==> src/source/cache_pkg.sv <==
package cache_pkg;

  localparam int addr_width = 64;
  localparam int word_bits = 64;
  localparam int instr_bits = 32;

  // 64-byte lines, 16 lines per cache
  localparam int line_bits = 512;
  localparam int index_bits = 4;
  localparam int offset_bits = 6;
  localparam int word_offset_bits = 3;
  localparam int word_sel_bits = offset_bits - word_offset_bits;
  localparam int tag_bits = addr_width - index_bits - offset_bits;
  localparam int cache_lines = 1 << index_bits;

  typedef logic [line_bits-1:0] line_t;

  typedef enum logic {
    src_icache,
    src_dcache
  } src_t;

  typedef struct packed {
    logic [addr_width-1:0] addr;
  } cache_req_t;

  typedef struct packed {
    logic [word_bits-1:0]  data;
    logic [addr_width-1:0] addr;
  } cache_resp_t;

  typedef struct packed {
    logic [addr_width-1:0] line_addr;
    src_t                  source;
  } fill_req_t;

  typedef struct packed {
    logic [addr_width-1:0] pc;
    logic [instr_bits-1:0] instr;
  } fetch_out_t;

endpackage

==> src/source/refill_arbiter.sv <==
module refill_arbiter (
  input  logic                 clk,
  input  logic                 reset,
  input  logic                 i_fill_valid,
  output logic                 i_fill_ready,
  input  cache_pkg::fill_req_t i_fill,
  input  logic                 d_fill_valid,
  output logic                 d_fill_ready,
  input  cache_pkg::fill_req_t d_fill,
  output logic                 i_done,
  output logic                 d_done,
  output cache_pkg::line_t     line,
  output logic                 mem_fill_valid,
  input  logic                 mem_fill_ready,
  output cache_pkg::fill_req_t mem_fill,
  input  logic                 mem_done,
  input  cache_pkg::line_t     mem_line
);
  import cache_pkg::*;

  logic busy_q;
  src_t owner_q;
  src_t pick;

  // instruction side wins a tie
  assign pick = i_fill_valid ? src_icache : src_dcache;

  assign mem_fill_valid = !busy_q && (i_fill_valid || d_fill_valid);
  assign mem_fill = (pick == src_icache) ? i_fill : d_fill;
  assign i_fill_ready = !busy_q && mem_fill_ready && (pick == src_icache);
  assign d_fill_ready = !busy_q && mem_fill_ready && (pick == src_dcache);

  // done and the line go back to whoever holds the grant
  assign i_done = mem_done && busy_q && (owner_q == src_icache);
  assign d_done = mem_done && busy_q && (owner_q == src_dcache);
  assign line = mem_line;

  always_ff @(posedge clk) begin
    if (reset) begin
      busy_q <= 1'b0;
      owner_q <= src_icache;
    end else begin
      if (mem_fill_valid && mem_fill_ready) begin
        busy_q <= 1'b1;
        owner_q <= pick;
      end else if (mem_done) begin
        busy_q <= 1'b0;
      end
    end
  end

  // a finished line always belongs to a granted fill
  a_done_only_when_granted: assert property (@(posedge clk) disable iff (reset)
    mem_done |-> busy_q);

endmodule

==> config.mk <==
export PLATFORM = sky130hd
export DESIGN_NAME = refill_arbiter
export DESIGN_NICKNAME = d
export VERILOG_FILES = /design/src/source/cache_pkg.sv /design/src/source/refill_arbiter.sv
export SDC_FILE = /design/constraint.sdc
export NUM_CORES = 1
export LEC_CHECK = 0
export BUFFER_PORTS_ARGS = -buffer_cell sky130_fd_sc_hd__buf_2
export CAP_MARGIN = 15
export CORE_AREA = 10 10 464 466
export DETAILED_ROUTE_END_ITERATION = 16
export DIE_AREA = 0 0 474 476
export GPL_ROUTABILITY_DRIVEN = 1
export HOLD_SLACK_MARGIN = 0.03
export PLACE_DENSITY = 0.3
export SLEW_MARGIN = 20
export SYNTH_ARGS = -nofsm -noshare
export SYNTH_HDL_FRONTEND = slang
export SYNTH_SLANG_ARGS = --single-unit
export TNS_END_PERCENT = 50
==> constraint.sdc <==
create_clock -name clk -period 1.4 [get_ports clk]
set_input_delay 0.28 -clock clk [delete_from_list [all_inputs] [get_ports clk]]
set_output_delay 0.28 -clock clk [all_outputs]
set_load 0.02 [all_outputs]
; ---- Word level (Yosys, flattened, before mapping)
; Index checks and enable logic that the tools add are counted.
[classes]
n_reduce_logical = 11
bitwise = 1
div = 0
n_mux = 4
order_cmp = 0
shift = 0
n_addsub = 0
eq_ne = 0
multipliers = 0
[op_table]
columns = operator, count
row1 = $mux 65, 1
row2 = $logic_and 1x1->1, 8
row3 = $mux 1, 3
row4 = $reduce_bool 2->1, 1
row5 = $logic_not 1->1, 1
row6 = $logic_or 1x1->1, 1
row7 = $not 1->1, 1
[totals]
mem_bits_ro = 0
ram_bits = 0
elab_cells = 18
memories = 0
latchBits = 0
inputBits = 648
out_inout_bits = 582
register_bits = 2

; ---- Logic depth before layout (Yosys ltp)
[depth]
ltp_word = 4
mapped_depth = 5
depth_no_buf = 3

; ---- Worst setup path after synthesis
; No wires, ideal clock.
[synth_timing]
path_type = in2out
startpoint = input i_fill_valid
endpoint = output mem_fill[56] (netlist bit)
path_stages = 4
slack_ps = 140
arrival_time_ps = 980
n_path_buf = 3
required_time_ps = 1120
path_cell_list = buf_6 -> buf_6 -> buf_6 -> mux2_4
[synth_rtl]
columns = element, line
row1 = "start, declared", refill_arbiter.sv:4  ; input logic i_fill_valid,
row2 = "end, declared", refill_arbiter.sv:15  ; output cache_pkg::fill_req_t mem_fill,

==> flow_summary.toml <==
[sta]
slew_headroom_pct = 75.7
holdWs_ns = 0.231
finalMaxSlewViolations = 0
finalCriticalPeriod_ns = 1.48
rsz0062_at_grt = "true"
finalSetupViolCount = 45
worst_pin_slew_ns = 0.364
fmax_mhz = 676
setup_ws_ns = -0.0783
final-hold-violation-count = 0
skew_ns = 0.000929
min_period_over_period_pct = 106

[die]
die-area_mm2 = 0.226
die_x_um = 474
initial_core_util_pct = 2.31
core_mm2 = 0.206
die_y_um = 476
core.rowCount = 167
ios = 1230

[critical_path]
critical-path-max-stage-delay_ns = 0.34
r2r_start = "busy_q"
crit_required_ns = 1.12
regToRegSetupSlack_ns = 0.42
startpoint = "i_fill_valid"
critPathArrivalTime_ns = 1.20
worstSetupStartpointType = "input port"
endpoint_kind = "output pin"
critical_path.cell_chain = "buf_16, clkbuf_16, mux2_2, buf_2"
crit_buf_inv = 3
crit_path_max_fanout = 14
critPathTopFamily = "buffers and inverters"
critical-path-slowest-cell = "mux2_2"
path_class = "in2out"

[yosys]
synth_fp_nets = 1248
syn_inst = 600
ys_ff_latch = 2
syn-cell-area_mm2 = 0.00477
syn_area_per_cell_um2 = 7.95
ys_seq_area_share_pct = 0.840
ys_types = 15
synth_warnings = 0

[hold_path]
hold_class = "in2reg"
min_from = "reset"

[drt]
vias_per_cell = 1.11
final_antenna_net_count = 0
drc = 0
avgRoutedWirePerCell_um = 59.6
drt-pass1-iter-count = 4
vias = 3338
wl_um = 180000
drtIter0Drc = 117

[cts]
cts.clk_slew.worst_paths_ns = 0.03
htreeDepth = 1
numCtsBuffers = 3
tritoncts = "done"
clk_latency_ns = 0.22
root_buffer = "clkbuf_16"
cts_sinks = 2
cts_hold_buf = 0
clk_path_buf_depth = 2

[place]
gp_congestion = 0.854
dp_hpwl_um = 175000
placed_area_mm2 = 0.00538
numPortBuffers = 205

[global_routing]
grt_max_degree = 29
grt_remaining_overflow = 0
first_global_vias = 3162
grt_usage_pct = 14.9
antenna_found_initial = 58
grt_pass1_wl_um = 186000

[cells_and_area]
finalNetCount = 951
mostFrequentLayoutCells = "buf_2, buf_6, mux2_2"
fillers = 24600
final_common_cell = "buf_2"
drive_gt1_share_pct = 96.3
area_growth_pct = 29.7
regArea_um2 = 41.3
post-route-cell-area_mm2 = 0.00618
multi_input_area_um2 = 921

[run_status]
status = "finished with violations"
violations = "negative setup slack"

[pwr]
powerDensity_mw_per_mm2 = 362
p_leak_nw = 1.56
peakVddDrop_mv = 0.236

[job]
maxCapViolations = 0
-- worst paths after layout --
kind,depth (start not counted),end
max,4,mem_fill[17]
min,2,busy_q
max reg2reg,4,owner_q
min reg2reg,2,busy_q
-- layer usage --
metal	wire length [um]	GRT usage, %
met5	320	1.01
met4	7150	4.23
met3	74400	29.4
met2	82400	24.6
met1	15400	3.65
-- kinds of logic after synthesis --
logic type             after synthesis  share of synthesized area [%]
AOI/OAI and AO/OA                    3                          0.315
DFF                                  2                          0.840
buffers and inverters              520                           81.9
and+or+nand+nor                     10                           1.08
muxes                               65                           15.9
-- where the power goes --
part | switching, mW | internal [mW] | total (mW)
combinational | 1.06 | 0.685 | 1.74
clock | 0.0666 | 0.363 | 0.430
sequential | 0.00503 | 0.0619 | 0.0670
-- cell type report --
class	instances	share of cell area, %
diodes	10	0.405
clock buffers	3	1.21
multi-input cells	78	14.9
flip-flops and latches	2	0.668
well taps	2704	54.7
repair buffers	218	28.1
-- metrics by stage --
stage	TNS [ns]	std cells	utilization (%)	power [mW]	worst slack (ns)
final	-1.83	3015	3.00	2.24	-0.0783
after global routing	-2.21	3007	2.99	2.36	-0.0768
after CTS	-3.21	3001	2.86	2.21	-0.115
after detailed placement	-8.73	2994	2.61	1.55	-0.282
after global placement	-7.96	2994	2.61	1.55	-0.273
after floorplan	0	600	-	2.65	0.140
-- flip-flops by register name (all words and copies together) (netlist names) --
signal   cells
owner_q      1
busy_q       1
-- synth_stat cells, drive strengths merged --
master | number | area share (%)
buf | 520 | 82
mux2 | 65 | 16
nor2 | 3 | 0.24
a21oi | 2 | 0.21
dfxtp | 2 | 0.84
nor2b | 2 | 0.26
and2 | 1 | 0.13
and3 | 1 | 0.13
nand2 | 1 | 0.079
nand2b | 1 | 0.13
nor3 | 1 | 0.10
o21ai | 1 | 0.10
-- what timing repair did --
| action | in CTS | in global routing |
|---|---|---|
| cloned | 2 | 5 |
| setup buffers | 2 | 0 |
| gates resized for setup | 106 | 52 |
| setup endpoints to repair | 67 | 54 |
Power figures use the tool's default switching activity.
