File: src/source/bus_pkg.sv
package bus_pkg;

  localparam int bus_data_width = 64;
  localparam int bus_tag_width = 13;

  // a line read comes back as eight word beats
  localparam int beats_per_line = 8;
  localparam int beat_count_bits = $clog2(beats_per_line);

  // request kind sits in the top tag bit, requesting cache in bit 0
  localparam int bus_kind_bit = bus_tag_width - 1;
  localparam int bus_src_bit = 0;

  typedef enum logic [0:0] {
    kind_none      = 1'b0,
    kind_read_line = 1'b1
  } bus_kind_t;

endpackage

File: src/source/cache_pkg.sv
package cache_pkg;

  localparam int addr_width = 64;
  localparam int word_bits = 64;
  localparam int instr_bits = 32;

  // 64-byte lines, 16 lines per cache
  localparam int line_bits = 512;
  localparam int index_bits = 4;
  localparam int offset_bits = 6;
  localparam int word_offset_bits = 3;
  localparam int word_sel_bits = offset_bits - word_offset_bits;
  localparam int tag_bits = addr_width - index_bits - offset_bits;
  localparam int cache_lines = 1 << index_bits;

  typedef logic [line_bits-1:0] line_t;

  typedef enum logic {
    src_icache,
    src_dcache
  } src_t;

  typedef struct packed {
    logic [addr_width-1:0] addr;
  } cache_req_t;

  typedef struct packed {
    logic [word_bits-1:0]  data;
    logic [addr_width-1:0] addr;
  } cache_resp_t;

  typedef struct packed {
    logic [addr_width-1:0] line_addr;
    src_t                  source;
  } fill_req_t;

  typedef struct packed {
    logic [addr_width-1:0] pc;
    logic [instr_bits-1:0] instr;
  } fetch_out_t;

endpackage

File: src/source/line_fill_controller.sv
module line_fill_controller (
  input  logic                                clk,
  input  logic                                reset,
  input  logic                                fill_valid,
  output logic                                fill_ready,
  input  cache_pkg::fill_req_t                fill_req,
  output logic                                done,
  output cache_pkg::line_t                    line,
  output logic                                bus_reqcyc,
  output logic                                bus_respack,
  output logic [bus_pkg::bus_data_width-1:0]  bus_req,
  output logic [bus_pkg::bus_tag_width-1:0]   bus_reqtag,
  input  logic                                bus_reqack,
  input  logic                                bus_respcyc,
  input  logic [bus_pkg::bus_data_width-1:0]  bus_resp,
  input  logic [bus_pkg::bus_tag_width-1:0]   bus_resptag
);
  import bus_pkg::*;
  import cache_pkg::*;

  typedef enum logic [1:0] {
    st_idle,
    st_request,
    st_collect,
    st_done
  } fill_state_t;

  fill_state_t state;
  logic [addr_width-1:0] addr_q;
  logic [bus_tag_width-1:0] tag_q;
  logic [bus_tag_width-1:0] tag_d;
  logic [beat_count_bits-1:0] beat_q;
  line_t line_q;
  logic beat;

  always_comb begin
    tag_d = '0;
    tag_d[bus_kind_bit] = kind_read_line;
    tag_d[bus_src_bit] = (fill_req.source == src_dcache);
  end

  assign fill_ready = (state == st_idle);
  assign bus_reqcyc = (state == st_request);
  assign bus_req = addr_q;
  assign bus_reqtag = tag_q;

  // only beats carrying our own tag are taken
  assign beat = (state == st_collect) && bus_respcyc && (bus_resptag == tag_q);
  assign bus_respack = beat;

  assign done = (state == st_done);
  assign line = line_q;

  always_ff @(posedge clk) begin
    if (reset) begin
      state <= st_idle;
      beat_q <= '0;
    end else begin
      case (state)
        st_idle: begin
          if (fill_valid) begin
            state <= st_request;
          end
        end
        st_request: begin
          if (bus_reqack) begin
            state <= st_collect;
            beat_q <= '0;
          end
        end
        st_collect: begin
          if (beat) begin
            beat_q <= beat_q + 1'b1;
            if (beat_q == beat_count_bits'(beats_per_line - 1)) begin
              state <= st_done;
            end
          end
        end
        default: begin
          state <= st_idle;
        end
      endcase
    end
  end

  always_ff @(posedge clk) begin
    if (fill_valid && fill_ready) begin
      addr_q <= {fill_req.line_addr[addr_width-1:offset_bits], {offset_bits{1'b0}}};
      tag_q <= tag_d;
    end
    // first beat is the lowest word, it ends up at the bottom after eight shifts
    if (beat) begin
      line_q <= {bus_resp, line_q[line_bits-1:bus_data_width]};
    end
  end

  a_respack_needs_respcyc: assert property (@(posedge clk) disable iff (reset)
    bus_respack |-> bus_respcyc);

endmodule

File: config.mk
export PLATFORM = sky130hd
export DESIGN_NAME = line_fill_controller
export DESIGN_NICKNAME = d
export VERILOG_FILES = /design/src/source/bus_pkg.sv /design/src/source/cache_pkg.sv /design/src/source/line_fill_controller.sv
export SDC_FILE = /design/constraint.sdc
export NUM_CORES = 1
export LEC_CHECK = 0
export BUFFER_PORTS_ARGS = -buffer_cell sky130_fd_sc_hd__buf_2
export CORE_AREA = 4 4 282 284
export DETAILED_ROUTE_END_ITERATION = 10
export DIE_AREA = 0 0 286 288
export HOLD_SLACK_MARGIN = 0.08
export PLACE_DENSITY = 0.53
export SETUP_SLACK_MARGIN = 0.05
export SYNTH_ARGS = -nofsm -noshare
export SYNTH_HDL_FRONTEND = slang
export SYNTH_SLANG_ARGS = --single-unit
File: constraint.sdc
create_clock -name clk -period 51 [get_ports clk]
set_input_delay 7.65 -clock clk [delete_from_list [all_inputs] [get_ports clk]]
set_output_delay 7.65 -clock clk [all_outputs]
set_load 0.005 [all_outputs]
# --- Word-level counts from Yosys, hierarchy flattened ---
# Cells that the tools add are included.
classes:
  add_sub_neg: 1
  eq_ne: 9
  muxes: 8
  reduce_logical: 7
ops:
  columns: ["operator", "count"]
  rows:
  - ["$eq A13 B13 Y1", 1]
  - ["$mux W2", 4]
  - ["$mux W3", 2]
  - ["$pmux W2 S3", 1]
  - ["$pmux W3 S2", 1]
  - ["$eq A2 B2 Y1 const B", 2]
  - ["$ne A2 B1 Y1 const B", 2]
  - ["$ne A2 B2 Y1 const B", 2]
  - ["$reduce_and A4 Y1", 1]
  - ["$add A3 B1 Y3 const B", 1]
  - ["$eq A3 B3 Y1 const B", 1]
  - ["$logic_and A1 B1 Y1", 3]
  - ["$reduce_and A3 Y1", 1]
  - ["$eq A2 B1 Y1 const B", 1]
  - ["$logic_not A2 Y1", 1]
  - ["$reduce_bool A2 Y1", 1]
totals:
  register_bits: 576
  inputBits: 147
  output_inout_bits: 593
  elab_cells: 30

# --- Logic depth before layout (Yosys ltp) ---
depth:
  depth_word: 5
  ltp_mapped: 6
  ltp_nobuf: 6

# --- Worst setup path after synthesis ---
# Ideal clock, no wire load.
synth_path:
  kind: "input port to output port"
  from: "in bus_resptag[1] (netlist bit)"
  to: "out bus_respack"
  t_arrival_ns: 20.136
  required_time_ns: 43.350
  setup_slack_ns: 23.214
  cell_stages: 3
  path_buffers: 0
  cell_sequence: "or4b_4 -> nor4b_1 -> and3_1"
synth_between:
  elab_chain_cells: 2
synth_lines:
  columns: ["element", "line", "source"]
  rows:
  - ["start: declaration", "line_fill_controller.sv:16", "input logic [bus_pkg::bus_tag_width-1:0] bus_resptag"]
  - ["$eq A13 B13 Y1", "line_fill_controller.sv:48", "assign beat = (state == st_collect) && bus_respcyc && (bus_resptag == tag_q);"]
  - ["$logic_and A1 B1 Y1", "line_fill_controller.sv:48", null]
  - ["end: declaration", "line_fill_controller.sv:10", "output logic bus_respack,"]
# No other way between the ends.

# --- Worst setup path in the final report ---
# Ends and elaborated chain as after synthesis.

==> run_results.csv <==
group,metric,value,unit
power,total_leakage_power,9.23,nW
finish,drive_above_1_share,55.5,%
power,pwr-share-clk,43.8,%
die,i_o_pins,740,
grt,grt_antenna_before_repair,7,
sta,period_needed,17090,ps
grt,number_of_global_route_vias_before_repair,9549,
power,share_seq_of_total_power,52.6,%
grt,largest_net_degree_at_the_start_of_global_routing,176,
finish,final_nets,1576,
sta,rsz0062_at_grt,"no",
detailed_routing,detail_route.iter0.violations,656,
sta,worst-slew-pin-transition,983,ps
grt,grtUsageTotal,12.1,%
setup_path,cell_with_the_most_instances_on_the_worst_path,"buf_2",
clocking,cts.sinks,576,
power,combPwrFrac,3.6,%
die,initial_standard_cell_utilization_of_the_core,23.0,%
clocking,count_of_hold_buffers_inserted_by_post_cts_repair,0,
sta,fin_setup_tns,0,ps
clocking,cts_tree,"done",
synth,synth_seq_cells,576,
setup_path,setup.worst_path.start_class,"primary input",
setup_path,critical_path.max_fanout,30,
sta,timing.max_slew.rel_slack,34.5,%
synth,yosysWarningCount,0,
sta,timing.final.hold_violations,0,
power,power_per_cell_area,41.1,nW/um2
power,vdd_ir_drop_max,0.0000239,V
detailed_routing,drt.antenna.violating_nets,0,
detailed_routing,drc,0,
detailed_routing,routed-via-count,9394,
sta,post-route-period-util,33.5,%
synth,synthesis.area_per_instance,27.7,um2
detailed_routing,routedWlPerCell,21.2,um
grt,overflow,0,
setup_path,cp_data_arrival_time,9440,ps
setup_path,cp_cell_sequence,"buf_2, or4b_4, nor4b_1, and3_4, buf_2",
setup_path,worst_path_max_delay_cell,"or4b_4",
die,placeableCoreArea,77100,um2
detailed_routing,routed_wl,53300,um
placed_design,gpl.final_weighted_congestion,0.885,
power,netSwitchingFraction,20.4,%
outcome,outcome,"complete, no violations",
sta,setup_viol,0,
setup_path,class_of_the_most_critical_setup_path,"in -> out",
sta,worst_hold_slack_after_final_layout,429,ps
setup_path,kind_of_end_point_of_the_critical_path,"output pin",
finish,area_delta_synth_final,39.0,%
die,fp.dieArea,82400,um2
detailed_routing,vias_per_cell,3.73,
clocking,path_clk_slew,70,ps
placed_design,detail_placement_hpwl,40900,um
clocking,clock_latency_reported_for_the_late_side_of_the_worst_skew_pair,600,ps
synth,netlist_instances,639,
sta,fmaxAchievable,0.0585,GHz
placed_design,dp.cells,2399,
die,floorplan.die.width,286,um
clocking,ctsResizeCount,0,
placed_design,preCtsSetupSlack,33910,ps
power,finalPower,0.00101,W
clocking,clk_root_buffer_cell,"clkbuf_16",
detailed_routing,detailedRoute.firstPassIterationCount,5,
synth,synthesis.area,17700,um2
clocking,postCtsSetupBuffers,0,
sta,finalMaxSlewViolations,0,
placed_design,count_of_input_and_output_buffers,715,
min_path,hold_class,"reg -> reg",
setup_path,cp_slowest_stage_delay,560,ps
flow_run,max_cap_viol_count,0,
die,rows,102,
clocking,numCtsBuffers,61,
finish,instances_no_fill,2518,
power,total_switching_power,0.000207,W
power,design_internal_power,0.000806,W
synth,ys_seq_area_share,97.3,%
sta,timing.clock.skew,27.6,ps
grt,wire_length_of_the_first_global_routing_pass,71900,um
clocking,cts_max_path_buffers,3,
synth,yosysUniqueCellTypes,30,
sta,postLayoutSetupSlackWorst,33910,ps
setup_path,cp.required,43350,ps
clocking,depth_of_the_cts_h_tree,2,
die,fp.dieH,288,um
metal layers:
layer	track usage (%)	routed length (um)	part of all wire, %
met5	0	13	0.024
met4	3.91	1280	2.4
met3	3.66	4170	7.8
met2	18.9	25100	47
met1	16.2	22700	43
final timing paths:
path	startpoint	endpoint	slack [ps]	cells past startpoint
setup / recovery	bus_resptag[1]	bus_respack	33910	5
hold / removal	line[334]	line[270]	430	0
hold reg to reg	line[334]	line[270]	430	0
setup reg to reg	state[0]	line[161]	46490	7
registers in the layout, summed over array words and instances, names as in the netlist:
register    cells
beat_q          3
bus_req        58
bus_reqtag      1
line          512
state           2
cell families after synthesis:
group	count (synthesis)	synth area share [%]
flip-flops	576	97.3
AO/OA/AOI/OAI	7	0.247
buffers and inverters	20	0.805
other	2	0.0424
XOR/XNOR	1	0.0494
AND/OR/NAND/NOR	24	0.946
multiplexers	2	0.120
adder cells (fa/ha/maj)	7	0.494
power groups by stage:
stage / Sequential (W) / Combinational, W / Clock (W)
floorplan: 0.000545 / 0.0000126 / 0
global placement: 0.000543 / 0.0000346 / 0
detailed placement: 0.000543 / 0.0000360 / 0
CTS: 0.000533 / 0.0000362 / 0.000459
global route: 0.000534 / 0.0000390 / 0.000479
finish: 0.000533 / 0.0000361 / 0.000444
critical path, delay by kind of cell:
kind	cells	cell delay, ps
buf+inv	2	330
simple gates	3	1420
placed cells by master (no fill, tap or decap), types with 2 or more instances in the layout:
master | netlist | final
nand2b_1 | 2 | 2
conb_1 | 2 | 18
ha_1 | 7 | 7
o211ai_1 | 3 | 3
clkinv_2 | 0 | 11
bufinv_16 | 0 | 8
nor4_1 | 2 | 2
nor2_1 | 2 | 2
buf_4 | 18 | 6
dfxtp_1 | 5 | 5
a21oi_1 | 3 | 3
nor3_1 | 3 | 3
nand4_1 | 2 | 2
diode_2 | 0 | 5
clkinvlp_4 | 0 | 3
inv_1 | 2 | 2
clkinv_4 | 0 | 2
clkinv_1 | 0 | 17
clkbuf_16 | 0 | 62
clkbuf_1 | 0 | 8
buf_2 | 0 | 715
edfxtp_1 | 571 | 571
cells in the mapped netlist:
| library cell | n | area (um2) |
|---|---|---|
| edfxtp_1 | 571 | 17100 |
| buf_4 | 18 | 135 |
| ha_1 | 7 | 87.6 |
| dfxtp_1 | 5 | 100 |
| a21oi_1 | 3 | 15.0 |
| nor3_1 | 3 | 15.0 |
| o211ai_1 | 3 | 22.5 |
| conb_1 | 2 | 7.51 |
| inv_1 | 2 | 7.51 |
| nand2b_1 | 2 | 12.5 |
| nand4_1 | 2 | 12.5 |
| nor2_1 | 2 | 7.51 |
| nor4_1 | 2 | 12.5 |
| a31oi_1 | 1 | 6.26 |
| and2_1 | 1 | 6.26 |
| and2b_2 | 1 | 8.76 |
| and3_1 | 1 | 6.26 |
| and3_2 | 1 | 7.51 |
| mux2_2 | 1 | 11.3 |
| mux2i_1 | 1 | 10.0 |
| nand3_1 | 1 | 5.00 |
| nand3b_1 | 1 | 7.51 |
| nand4b_1 | 1 | 8.76 |
| nor2b_1 | 1 | 6.26 |
| nor3b_1 | 1 | 7.51 |
| nor4b_1 | 1 | 8.76 |
| nor4bb_1 | 1 | 10.0 |
| or4_4 | 1 | 11.3 |
| or4b_4 | 1 | 13.8 |
| xnor2_1 | 1 | 8.76 |
area by class of cell:
class / count / area [um2]
Clock inverter: 44 / 435
Tap cell: 1040 / 1300
Sequential cell: 576 / 17200
Inverter: 2 / 7.51
Timing Repair Buffer: 722 / 3640
Antenna cell: 5 / 12.5
Clock buffer: 70 / 1580
Fill cell: 7563 / 52500
Multi-Input combinational cell: 59 / 403
per-stage QoR:
stage | utilization [%] | instance area [um2]
finish | 32.0 | 24600
global route | 31.9 | 24600
CTS | 31.9 | 24600
detailed placement | 29.3 | 22600
global placement | 29.3 | 22600
floorplan | - | 17800
Power figures use the tool's default switching activity.
