===== src/source/cache_pkg.sv =====
package cache_pkg;

  localparam int addr_width = 64;
  localparam int word_bits = 64;
  localparam int instr_bits = 32;

  // 64-byte lines, 16 lines per cache
  localparam int line_bits = 512;
  localparam int index_bits = 4;
  localparam int offset_bits = 6;
  localparam int word_offset_bits = 3;
  localparam int word_sel_bits = offset_bits - word_offset_bits;
  localparam int tag_bits = addr_width - index_bits - offset_bits;
  localparam int cache_lines = 1 << index_bits;

  typedef logic [line_bits-1:0] line_t;

  typedef enum logic {
    src_icache,
    src_dcache
  } src_t;

  typedef struct packed {
    logic [addr_width-1:0] addr;
  } cache_req_t;

  typedef struct packed {
    logic [word_bits-1:0]  data;
    logic [addr_width-1:0] addr;
  } cache_resp_t;

  typedef struct packed {
    logic [addr_width-1:0] line_addr;
    src_t                  source;
  } fill_req_t;

  typedef struct packed {
    logic [addr_width-1:0] pc;
    logic [instr_bits-1:0] instr;
  } fetch_out_t;

endpackage


===== src/source/fetch_unit.sv =====
module fetch_unit (
  input  logic                             clk,
  input  logic                             reset,
  input  logic [cache_pkg::addr_width-1:0] entry,
  input  logic                             redirect_valid,
  input  logic [cache_pkg::addr_width-1:0] redirect_pc,
  output logic                             req_valid,
  input  logic                             req_ready,
  output cache_pkg::cache_req_t            req,
  input  logic                             resp_valid,
  input  cache_pkg::cache_resp_t           resp,
  output logic                             instr_valid,
  input  logic                             instr_ready,
  output cache_pkg::fetch_out_t            instr
);
  import cache_pkg::*;

  logic [addr_width-1:0] pc_q;
  logic epoch_q;
  logic req_valid_q;
  logic [addr_width-1:0] req_addr_q;
  logic req_epoch_q;
  logic inflight_q;
  logic infl_epoch_q;
  logic out_valid_q;
  fetch_out_t out_q;
  logic issue;
  logic keep;
  logic [instr_bits-1:0] half;

  // issue only when the output slot will still be free when the answer lands
  assign issue = !redirect_valid && !req_valid_q && !inflight_q &&
                 (!out_valid_q || instr_ready);

  // answers from before a redirect carry the old epoch
  assign keep = resp_valid && inflight_q && (infl_epoch_q == epoch_q) && !redirect_valid;
  assign half = resp.addr[word_offset_bits-1] ? resp.data[word_bits-1 -: instr_bits] :
                                                resp.data[instr_bits-1:0];

  assign req_valid = req_valid_q;
  assign req.addr = req_addr_q;
  assign instr_valid = out_valid_q;
  assign instr = out_q;

  always_ff @(posedge clk) begin
    if (reset) begin
      pc_q <= entry;
      epoch_q <= 1'b0;
      req_valid_q <= 1'b0;
      inflight_q <= 1'b0;
      out_valid_q <= 1'b0;
    end else begin
      if (redirect_valid) begin
        pc_q <= redirect_pc;
        epoch_q <= ~epoch_q;
      end else if (issue) begin
        pc_q <= pc_q + addr_width'(instr_bits / 8);
      end
      if (issue) begin
        req_valid_q <= 1'b1;
      end else if (req_valid_q && req_ready) begin
        req_valid_q <= 1'b0;
      end
      if (req_valid_q && req_ready) begin
        inflight_q <= 1'b1;
      end else if (resp_valid) begin
        inflight_q <= 1'b0;
      end
      if (redirect_valid) begin
        out_valid_q <= 1'b0;
      end else if (keep) begin
        out_valid_q <= 1'b1;
      end else if (instr_ready) begin
        out_valid_q <= 1'b0;
      end
    end
  end

  always_ff @(posedge clk) begin
    if (issue) begin
      req_addr_q <= pc_q;
      req_epoch_q <= epoch_q;
    end
    if (req_valid_q && req_ready) begin
      infl_epoch_q <= req_epoch_q;
    end
    if (keep) begin
      out_q.pc <= resp.addr;
      out_q.instr <= half;
    end
  end

endmodule


===== config.mk =====
export PLATFORM = sky130hd
export DESIGN_NAME = fetch_unit
export DESIGN_NICKNAME = d
export VERILOG_FILES = /design/src/source/cache_pkg.sv /design/src/source/fetch_unit.sv
export SDC_FILE = /design/constraint.sdc
export NUM_CORES = 1
export LEC_CHECK = 0
export BUFFER_PORTS_ARGS = -buffer_cell sky130_fd_sc_hd__buf_4
export CORE_AREA = 4 4 162 164
export DETAILED_ROUTE_END_ITERATION = 16
export DIE_AREA = 0 0 166 168
export HOLD_SLACK_MARGIN = 0.02
export PLACE_DENSITY = 0.68
export SLEW_MARGIN = 40
export SYNTH_ARGS = -nofsm -noshare
export SYNTH_HDL_FRONTEND = slang
export SYNTH_SLANG_ARGS = --single-unit

===== constraint.sdc =====
create_clock -name clk -period 18.6 [get_ports clk]
set_input_delay 2.79 -clock clk [delete_from_list [all_inputs] [get_ports clk]]
set_output_delay 2.79 -clock clk [all_outputs]
set_load 0.01 [all_outputs]

Word level (Yosys, flattened, before mapping)
Index checks and enable logic that the tools add are counted.
- register bits after elaboration: 230
- output and inout bits: 162
- add/subtract/negate cells: 1
- bitwise operators: 1
- reductions and logical operators: 17
- eq/ne operators: 1
- mux-type cells: 10
- operators with widths (kind ; number):
    64-bit two-way mux ; 3
    64-bit by 3-bit adder with 64-bit output (second input constant) ; 1
    32-bit two-way mux ; 1
    1-bit logical AND ; 7
    1-bit two-way mux ; 6
    2-bit nonzero test ; 3
    1-bit zero test ; 4
    3-bit nonzero test ; 1
    2-bit OR reduction ; 1
    1-bit == test ; 1
    1-bit logical OR ; 1
    1-bit NOT ; 1

Depth between registers and ports, before layout
Gate-level depths: netlist of run 1.
- word-level depth: 7
- depth in mapped cells: 8
- depth with buffers taken out: 7

Least setup slack after synthesis of run 1
Ideal clock, no wire load.
- path type: input port to flip-flop
- start: input redirect_valid
- end: register, netlist name instr[0]
- path buffers: 1
- slack: 8.464 ns
- setup time: 0.671 ns
- arrival time: 9.465 ns
- stages on the path: 2
- path through: buf_6 nor3_1
- cells in the longest elaborated chain, start to end: 2
- RTL lines (element ; line ; source):
    start: declaration ; fetch_unit.sv:5 ; input logic redirect_valid,
    1-bit zero test ; fetch_unit.sv:36 ; assign keep = resp_valid && inflight_q && (infl_epoch_q == epoch_q) && !redirect_valid;
    1-bit logical AND ; fetch_unit.sv:36 ;
    named net keep ; fetch_unit.sv:28 ; logic keep;
The timed path passes the listed nets, and every way through them passes these cells.
A chain may end at the register's enable or synchronous reset.

Final worst setup path of run 1
- start: input redirect_valid
- end: register req_addr_q[6], in the netlist req[6] (enable)
- cells in the longest elaborated chain, start to end: 4
- RTL lines (element ; line ; source):
    1-bit zero test ; fetch_unit.sv:32 ; assign issue = !redirect_valid && !req_valid_q && !inflight_q &&
    1-bit logical AND (3 in a row) ; fetch_unit.sv:32 ;
    named net issue ; fetch_unit.sv:27 ; logic issue;
    end signal: assignment ; fetch_unit.sv:81 ; req_addr_q <= pc_q;
    end: declaration ; fetch_unit.sv:21 ; logic [addr_width-1:0] req_addr_q;
The timed path passes the listed nets, and every way through them passes these cells.

==> results of run 1 <==
cells in the mapped netlist, types with 8 or more instances:
| library cell | number |
|---|---|
| nand3_1 | 32 |
| o21ai_0 | 49 |
| and3_1 | 12 |
| nor2_1 | 22 |
| mux2_2 | 38 |
| clkbuf_1 | 18 |
| nand4_1 | 18 |
| o22ai_1 | 11 |
| a21oi_1 | 20 |
| a22oi_1 | 28 |
| inv_1 | 8 |
| xor2_1 | 33 |
| edfxtp_1 | 226 |
| nor3_1 | 13 |
| xnor2_1 | 25 |
| nand2_1 | 41 |
metrics by stage:
step / area (um^2) / total power (W) / utilization (%)
floorplan: 9669 / 0.0007008 / -
global placement: 13170 / 0.0007876 / 52.92
detailed placement: 13170 / 0.0007899 / 52.92
CTS: 13930 / 0.001269 / 55.98
global route: 13960 / 0.001306 / 56.07
finish: 13960 / 0.001258 / 56.08
cells by family after synthesis:
group / after synthesis / share of synthesized area [%]
AO/OA/AOI/OAI: 119 / 7.298
AND/OR/NAND/NOR: 166 / 9.562
flip-flops: 230 / 71.01
XOR/XNOR: 58 / 5.254
adder cells (fa/ha/maj): 1 / 0.1294
multiplexers: 43 / 4.943
buffers and inverters: 36 / 1.798
layout make-up:
cell class | count | area, um^2
Multi-Input combinational cell | 387 | 2666
Clock buffer | 29 | 640.6
Inverter | 9 | 33.78
Antenna cell | 4 | 10.01
Timing Repair Buffer | 427 | 3206
Fill cell | 2138 | 10930
Tap cell | 330 | 412.9
Clock inverter | 11 | 122.6
Sequential cell | 230 | 6867
routing by layer:
layer | up-vias | wire length, um | GRT usage (%)
met5 | - | 13 | 0
met4 | 2 | 714 | 5.595
met3 | 43 | 2797 | 6.504
met2 | 368 | 15900 | 37.07
met1 | 3450 | 12170 | 26.73
li1 | 3391 | - | -
cells in the final DEF (no fill, tap or decap), types with 3 or more instances in the layout:
cell / netlist / routed
nand3_1: 32 / 32
inv_1: 8 / 6
mux2_2: 38 / 38
xnor2_1: 25 / 25
diode_2: 0 / 4
mux2i_1: 5 / 5
a21oi_1: 20 / 20
xor2_1: 33 / 33
and4_1: 6 / 6
nor3_1: 13 / 12
clkbuf_1: 18 / 4
dfxtp_1: 4 / 4
clkinv_1: 0 / 6
nand2_1: 41 / 40
inv_2: 1 / 3
buf_4: 0 / 427
nor2_1: 22 / 20
and3_2: 3 / 3
and3_1: 12 / 12
o22ai_1: 11 / 11
clkbuf_16: 0 / 25
o21ai_0: 49 / 49
edfxtp_1: 226 / 226
bufinv_16: 0 / 3
a22oi_1: 28 / 28
nand4_1: 18 / 18
power breakdown:
group | switching (W) | total (W) | internal (W)
combinational | 0.0000624 | 0.000139 | 0.0000763
sequential | 0.0000280 | 0.000640 | 0.000612
clock | 0.000195 | 0.000479 | 0.000284
total | 0.000285 | 0.00126 | 0.000973
state kept, by name (all words and copies together), names as in the netlist:
register and flops:
req_epoch_q 1, instr_valid 1, inflight_q 1, pc_q 64
instr 96, infl_epoch_q 1, epoch_q 1, req_valid 1
req 64
worst max path at each step:
| stage | from | endpoint | slack [ns] |
|---|---|---|---|
| global placement | reset | pc_q[60]$_DFFE_PP_ | 13.28 |
| CTS | redirect_valid | req[35]$_DFFE_PP_ | 13.96 |
| detailed placement | redirect_valid | req[3]$_DFFE_PP_ | 13.42 |
| finish | redirect_valid | req[6]$_DFFE_PP_ | 13.87 |
| global route | redirect_valid | req[5]$_DFFE_PP_ | 13.78 |
| floorplan | redirect_valid | instr[0]$_DFFE_PP_ | 8.46 |
==> reports/qor.txt, run 1 <==
CP most frequent cell = buf_4
Critical path data required time = 18.76 ns
Placed wire-length estimate = 24140 um
CTS sink cnt = 230
Placed insts = 1383
Slowest cell on crit path = or4_1
Syn_nets = 916
Critical Path Stages = 4
RD Place Congestion = 0.8588
Depth of the CTS H-tree = 1
TNS Setup = 0 ns
RSZ-0062 raised after global routing = false
Fin. Hold Viols = 0
Routed length per instance = 22.14 um
Clock Latency Late Sink = 0.51 ns
Clock Path Buffers = 3
Top FF cell, synth = edfxtp_1
Hold Path Class = reg -> reg
First-pass GRT wire length = 46000 um
Vias = 7254
Max-Cap Viols = 0
Core box area = 24890 um^2
Final Setup Violations = 0
Die ar. = 27890 um^2
Reg2Reg Launch Point = pc_q[2]$_DFFE_PP_
Hold Path Origin = pc_q[1]$_DFFE_PP_
Post-route ant nets = 0
Max Fclk = 0.2116 GHz
Clock skew = 0.009181 ns
Post-synth ARST share = 0%
Pre-CTS setup slack = 13.42 ns
Worst setup SP type = input pin
Slew margin rel. = 47.27%
Share of cells above drive strength 1 = 47.12%
Vias in the first global route = 7328
Avg Cell Area, Syn = 14.81 um^2
Mapped Cells = 653
Final wirelength = 31590 um
Initial core utilization = 38.85%
Yosys reg bits = 230
Clock slew at reported path FFs = 0.06 ns
FF-to-FF setup slack = 15.44 ns
Top-Level Pins = 424
TritonCTS buffer count = 25
Netlist cell types = 44
Leakage = 5.483 nW
Cell area after synthesis = 9669 um^2
Most area-consuming cells after synthesis = edfxtp_1 (70%), mux2_2 (4.4%), xor2_1 (3.0%)
Max Transition Viols Final = 0
Post-CTS Setup Bufs = 0
Worst hold stages = 0
Final hold slack = 0.4196 ns
Number of nets in the layout = 1343
Hold EP = req[1]$_DFFE_PP_
Crit path time final = 4.726 ns
Crit-path leading delay family = buffers and inverters
IO buf count = 423
Die Height = 168 um
Setup crit end kind = register
Initial antenna violation count = 5
Pin count of the biggest net entering global routing = 67
DIE WIDTH = 166 um
Post-route insts no fill = 1427
Kind of critical path = in -> reg
Slew at the pin with the worst max-slew slack = 0.7898 ns
Overflow after GRT = 0
DRT Pass-1 Iters = 5
Site Rows = 58
Cells along the critical path = buf_4 > or4_1 > inv_2 > buf_4
Yosys warns = 0
Total Routing Usage GR = 21.55%
CP Max Fanout = 36
Worst IR drop on VDD = 0.05054 mV
Resized Gates After CTS = 0
Worst R2R Path Depth = 7
Fin crit share = 25.41%
Area delta synth->final = 44.36%
Drt drc = 0
Vias/cell = 5.083
Crit path buf inv count = 3
Largest stage delay, worst path = 0.66 ns
Post-synth EDFFs = 226
Area leader, netlist = edfxtp_1
CTS root buf = clkbuf_16
Status = finished, final reports clean
Initial DRC count = 621
Post-synth top area share = 70.19%
Sequential area share after synthesis = 71.01%
TritonCTS clock tree = built
PnR worst setup slack = 13.87 ns
Critical register-to-register path endpoint = pc_q[60]$_DFFE_PP_
Worst path arrival time = 4.88 ns
Post-CTS Hold Buffers = 0
PwrDens = 90.10 nW/um^2
(Power assumes the default switching activity.)
==> inputs of run 2 (changes only) <==
--- a/config.mk
+++ b/config.mk
@@ -6,9 +6,9 @@
 export NUM_CORES = 1
 export LEC_CHECK = 0
 export BUFFER_PORTS_ARGS = -buffer_cell sky130_fd_sc_hd__buf_4
-export CORE_AREA = 4 4 162 164
+export CORE_AREA = 4 4 165 167
 export DETAILED_ROUTE_END_ITERATION = 16
-export DIE_AREA = 0 0 166 168
+export DIE_AREA = 0 0 169 171
 export HOLD_SLACK_MARGIN = 0.02
 export PLACE_DENSITY = 0.68
 export SLEW_MARGIN = 40
==> constraint.sdc (replaced) <==
create_clock -name clk -period 4.1 [get_ports clk]
set_input_delay 0.615 -clock clk [delete_from_list [all_inputs] [get_ports clk]]
set_output_delay 0.615 -clock clk [all_outputs]
set_load 0.01 [all_outputs]
==> reports/qor.txt, run 2 (same netlist as run 1, synthesis figures left out) <==
Placed wire-length estimate = 23820 um (-1.3%)
Crit path buf inv count = 1 (-2)
Post-CTS Setup Bufs = 0 (unchanged)
Hold Path Origin = resp[14]
Post-route insts no fill = 1441 (+0.98%)
Cells along the critical path = ha_1 > and4_1 > nor4b_2 > buf_4 > and3_1 > nand3_1 > or4_1 > nand3_1
Max reg flops = 96 (unchanged)
TritonCTS buffer count = 25 (unchanged)
TNS Setup = 0 ns (unchanged)
Crit-path leading delay family = simple AND/OR/NAND/NOR gates
Pin count of the biggest net entering global routing = 67 (unchanged)
Status = finished, final reports clean
TritonCTS clock tree = built
Depth of the CTS H-tree = 1 (unchanged)
Worst IR drop on VDD = 0.2719 mV (+440%)
Post-route ant nets = 0 (unchanged)
DIE WIDTH = 169 um (+1.8%)
Most frequent cells in the layout = buf_4 (432), edfxtp_1 (226), o21ai_0 (49)
Crit path time final = 2.715 ns
Drt drc = 0 (unchanged)
Vias = 7323 (+0.95%)
CTS sink cnt = 230 (unchanged)
DRT Pass-1 Iters = 5 (unchanged)
IO buf count = 423 (unchanged)
Vias/cell = 5.082 (about the same)
Vias in the first global route = 7350 (+0.30%)
Largest stage delay, worst path = 0.55 ns (-0.11 ns)
First-pass GRT wire length = 44370 um (-3.5%)
Share of cells above drive strength 1 = 47.51% (+0.39 points)
Post-CTS Hold Buffers = 0 (unchanged)
Critical path data required time = 4.48 ns (-14.28 ns)
Placed cell area = 13260 um^2 (+0.68%)
Final Setup Violations = 0 (unchanged)
Site Rows = 59 (+1.7%)
Clock Latency Late Sink = 0.52 ns (about the same)
CP Max Fanout = 14 (-61%)
Initial DRC count = 525 (-15%)
Hold Path Class = in -> reg
Die ar. = 28900 um^2 (+3.6%)
Resized Gates After CTS = 0 (unchanged)
Leakage = 5.531 nW (+0.88%)
Worst setup SP type = register
PwrDens = 402.5 nW/um^2 (+350%)
Initial antenna violation count = 3 (-2)
Fill cells = 2206 (+3.2%)
Initial core utilization = 37.53% (-1.3 points)
Worst path arrival time = 3.10 ns (-1.78 ns)
Kind of critical path = reg -> reg
Top-Level Pins = 424 (unchanged)
RSZ-0062 raised after global routing = false
Most common cell after layout, fill and taps aside = buf_4
Clock slew at reported path FFs = 0.06 ns (about the same)
Critical path launch point = pc_q[2]$_DFFE_PP_
Slew at the pin with the worst max-slew slack = 0.8201 ns (+0.03027 ns)
Total Routing Usage GR = 20.18% (-1.4 points)
Area delta synth->final = 45.29%
RD Place Congestion = 0.8648 (+0.70%)
Most flops, register = instr
Max Transition Viols Final = 0 (unchanged)
Clock skew = 0.01296 ns (+0.003783 ns)
Fin. Hold Viols = 0 (unchanged)
Pre-CTS setup slack = 1.242 ns (-12.18 ns)
Core box area = 25760 um^2 (+3.5%)
Routed length per instance = 21.65 um (-2.2%)
Clock Path Buffers = 3 (unchanged)
Number of nets in the layout = 1351 (+0.60%)
Setup crit end kind = register
Final wirelength = 31190 um (-1.3%)
Overflow after GRT = 0 (unchanged)
Max Fclk = 0.3683 GHz
Die Height = 171 um (+1.8%)
Max-Cap Viols = 0 (unchanged)
CP most frequent cell = nand3_1
Slew margin rel. = 45.27% (-2.0 points)
Fin crit share = 66.23%
PnR worst setup slack = 1.385 ns (-12.49 ns)
Slowest cell on crit path = and3_1
Placed insts = 1395 (+0.87%)
Reg2Reg Launch Point = pc_q[2]$_DFFE_PP_
CTS root buf = clkbuf_16
Post-layout instance area = 14050 um^2 (+0.65%)
run 2: power by group:
| part | leakage (nW) | total [W] | internal (W) | switching (W) |
|---|---|---|---|---|
| clock | 0.370 | 0.00211 | 0.00123 | 0.000883 |
| sequential | 2.20 | 0.00290 | 0.00278 | 0.000125 |
| combinational | 2.96 | 0.000637 | 0.000350 | 0.000287 |
| total | 5.53 | 0.00565 | 0.00436 | 0.00130 |
run 2: path summary, 6_finish.rpt:
kind	slack [ns]	endpoint	depth (start not counted)
max	1.38	pc_q[60]$_DFFE_PP_	8
min	0.27	instr[46]$_DFFE_PP_	1
max reg2reg	1.38	pc_q[60]$_DFFE_PP_	8
min reg2reg	0.42	req[0]$_DFFE_PP_	0
run 2: stage by stage:
step | hold WS [ns] | utilization (%) | total power (W)
6_report | 0.2748 | 54.53 | 0.005654
4_1_cts | 0.2408 | 54.42 | 0.005720
3_5_place_dp | 0.4052 | 51.47 | 0.003591
5_1_grt | 0.2392 | 54.53 | 0.005888
3_3_place_gp | 0.4036 | 51.40 | 0.003579
2_1_floorplan | 0.4003 | - | 0.003179
run 2: area by class of cell:
cell class,count,area (um^2),share of cell area [%]
repair buffers,435,3289,23.41
clock inverters,15,126.4,0.8995
flip-flops and latches,230,6867,48.88
inverters,9,35.03,0.2494
well taps,335,419.2,2.984
diodes,3,7.507,0.05344
clock buffers,27,633.1,4.507
multi-input cells,387,2671,19.01
run 2: metal layers:
| metal | track usage [%] | vias up | part of all wire [%] |
|---|---|---|---|
| met4 | 4.200 | 0 | 1.6 |
| met3 | 4.459 | 30 | 8.0 |
| met2 | 36.56 | 326 | 52 |
| li1 | - | 3403 | - |
| met1 | 24.94 | 3564 | 38 |
| met5 | 0 | - | 0 |
==> inputs of run 3 (changes only) <==
==> constraint.sdc (replaced) <==
create_clock -name clk -period 2.45 [get_ports clk]
set_input_delay 0.3675 -clock clk [delete_from_list [all_inputs] [get_ports clk]]
set_output_delay 0.3675 -clock clk [all_outputs]
set_load 0.01 [all_outputs]
==> reports/qor.txt, run 3 (same netlist as run 1, synthesis figures left out) <==
Status = finished, final reports clean
Max reg flops = 96 (unchanged)
Clock skew = 0.01153 ns (-0.001430 ns)
Total Routing Usage GR = 21.00% (+0.82 points)
Slew at the pin with the worst max-slew slack = 0.4678 ns (-0.3523 ns)
CTS sink cnt = 230 (unchanged)
Most common cell after layout, fill and taps aside = buf_4
Reg2Reg Launch Point = pc_q[2]$_DFFE_PP_
Cells along the critical path = ha_2 > and4_4 > nor4b_2 > buf_4 > and3_1 > buf_12 > nand3_2 > or4_1 > nand3_1
Post-layout instance area = 15020 um^2 (+6.9%)
Critical path launch point = pc_q[2]$_DFFE_PP_
Drt drc = 0 (unchanged)
Placed wire-length estimate = 23940 um (+0.52%)
Top-Level Pins = 424 (unchanged)
Vias = 7589 (+3.6%)
Critical path data required time = 2.84 ns (-1.64 ns)
Max Fclk = 0.4376 GHz (+19%)
DRT Pass-1 Iters = 5 (unchanged)
CTS root buf = clkbuf_16
Worst R2R Path Depth = 9 (+1)
Most flops, register = instr
Fin crit share = 93.27% (+27 points)
TNS Setup = 0 ns (unchanged)
Initial core utilization = 37.53% (unchanged)
Crit path time final = 2.285 ns (-0.4303 ns)
TritonCTS clock tree = built
Number of nets in the layout = 1443 (+6.8%)
Multi-input logic area = 2668 um^2 (-0.14%)
RD Place Congestion = 0.8433 (-2.5%)
RSZ-0062 raised after global routing = false
Overflow after GRT = 0 (unchanged)
First-pass GRT wire length = 46180 um (+4.1%)
Die ar. = 28900 um^2 (unchanged)
FF-to-FF setup slack = 0.16 ns (-1.22 ns)
Fin. Hold Viols = 0 (unchanged)
Clock Path Buffers = 3 (unchanged)
PwrDens = 658.9 nW/um^2 (+64%)
Leakage = 5.995 nW (+8.4%)
Pin count of the biggest net entering global routing = 52 (-22%)
Depth of the CTS H-tree = 1 (unchanged)
Max Transition Viols Final = 0 (unchanged)
Hold Path Class = in -> reg
Final wirelength = 32280 um (+3.5%)
Clock slew at reported path FFs = 0.06 ns (about the same)
Vias in the first global route = 7779 (+5.8%)
Initial antenna violation count = 1 (-2)
Worst hold stages = 1 (unchanged)
Core box area = 25760 um^2 (unchanged)
Most frequent cells in the layout = buf_4 (458), edfxtp_1 (226), dlygate4sd3_1 (62)
Crit-path leading delay family = simple AND/OR/NAND/NOR gates
Vias/cell = 4.944 (-2.7%)
Slew margin rel. = 68.57% (+23 points)
Routed length per instance = 21.03 um (-2.9%)
IO buf count = 423 (unchanged)
Slowest cell on crit path = or4_1
Kind of critical path = reg -> reg
CP Max Fanout = 14 (unchanged)
Hold Path Origin = resp[15]
TritonCTS buffer count = 25 (unchanged)
Worst setup SP type = register
Initial DRC count = 464 (-12%)
Die Height = 171 um (unchanged)
Fill cells = 2128 (-3.5%)
Clock Latency Late Sink = 0.52 ns (about the same)
Reg area = 6867 um^2 (unchanged)
DIE WIDTH = 169 um (unchanged)
Post-route ant nets = 0 (unchanged)
Largest stage delay, worst path = 0.42 ns (-0.13 ns)
Worst path arrival time = 2.67 ns (-0.43 ns)
Placed cell area = 13530 um^2 (+2.0%)
Site Rows = 59 (unchanged)
Area delta synth->final = 55.34%
Critical Path Stages = 9 (+1)
Final Setup Violations = 0 (unchanged)
Crit path buf inv count = 2 (+1)
Setup crit end kind = register
Worst IR drop on VDD = 0.4709 mV (+73%)
Max-Cap Viols = 0 (unchanged)
Share of cells above drive strength 1 = 46.87% (-0.63 points)
## run 3: where the power goes
part / internal (W) / total (W) / switching, W
Clock: 0.00229 / 0.00383 / 0.00154
Sequential: 0.00464 / 0.00482 / 0.000172
Combinational: 0.000701 / 0.00125 / 0.000552
## run 3: layout make-up
cell class	count	share of cell area, %
repair buffers	527	27.95
clock buffers	28	4.240
multi-input cells	387	17.76
clock inverters	18	1.274
well taps	335	2.790
flip-flops and latches	230	45.71
inverters	9	0.2499
diodes	1	0.01666
## run 3: metrics by stage
stage / hold slack, ns / utilization [%] / worst slack, ns / total power (W) / std cells
2_1_floorplan: 0.4003 / - / -0.8601 / 0.005319 / 653
3_3_place_gp: 0.4014 / 52.51 / 0.07449 / 0.006036 / 1422
3_5_place_dp: 0.4164 / 52.51 / 0.01104 / 0.006060 / 1422
4_1_cts: 0.02963 / 58.17 / 0.008217 / 0.009978 / 1531
5_1_grt: 0.03114 / 58.29 / 0.01408 / 0.01030 / 1534
6_report: 0.04791 / 58.30 / 0.1650 / 0.009897 / 1535
## run 3: worst paths after layout
check / endpoint
worst max-delay path: pc_q[60]$_DFFE_PP_
worst min-delay path: instr[47]$_DFFE_PP_
worst max register to register: pc_q[60]$_DFFE_PP_
worst min register to register: req[1]$_DFFE_PP_
## run 3: layer usage
metal / wire, um / global-route usage [%] / vias to the layer above
met3: 2894 / 5.823 / 46
met4: 687 / 5.005 / 2
met2: 16840 / 38.25 / 324
met1: 11840 / 24.74 / 3626
li1: - / - / 3591
met5: 11 / 0 / -
## run 3: timing repair
action | CTS | global route
endpoints found under the hold margin | 62 | 0
hold buffers | 62 | 0
gates cloned | 0 | 0
buffers inserted | 1 | 3
endpoints found under the setup margin | 1 | 4
pin swaps | 0 | 1
resized for setup | 0 | 3
## run 3: worst register-to-register path: stages, from the launching register on
cell      delay (ns)
edfxtp_1        0.36
ha_2            0.22
and4_4          0.24
nor4b_2         0.19
buf_4           0.18
and3_1          0.20
buf_12          0.16
nand3_2         0.11
or4_1           0.42
nand3_1         0.09
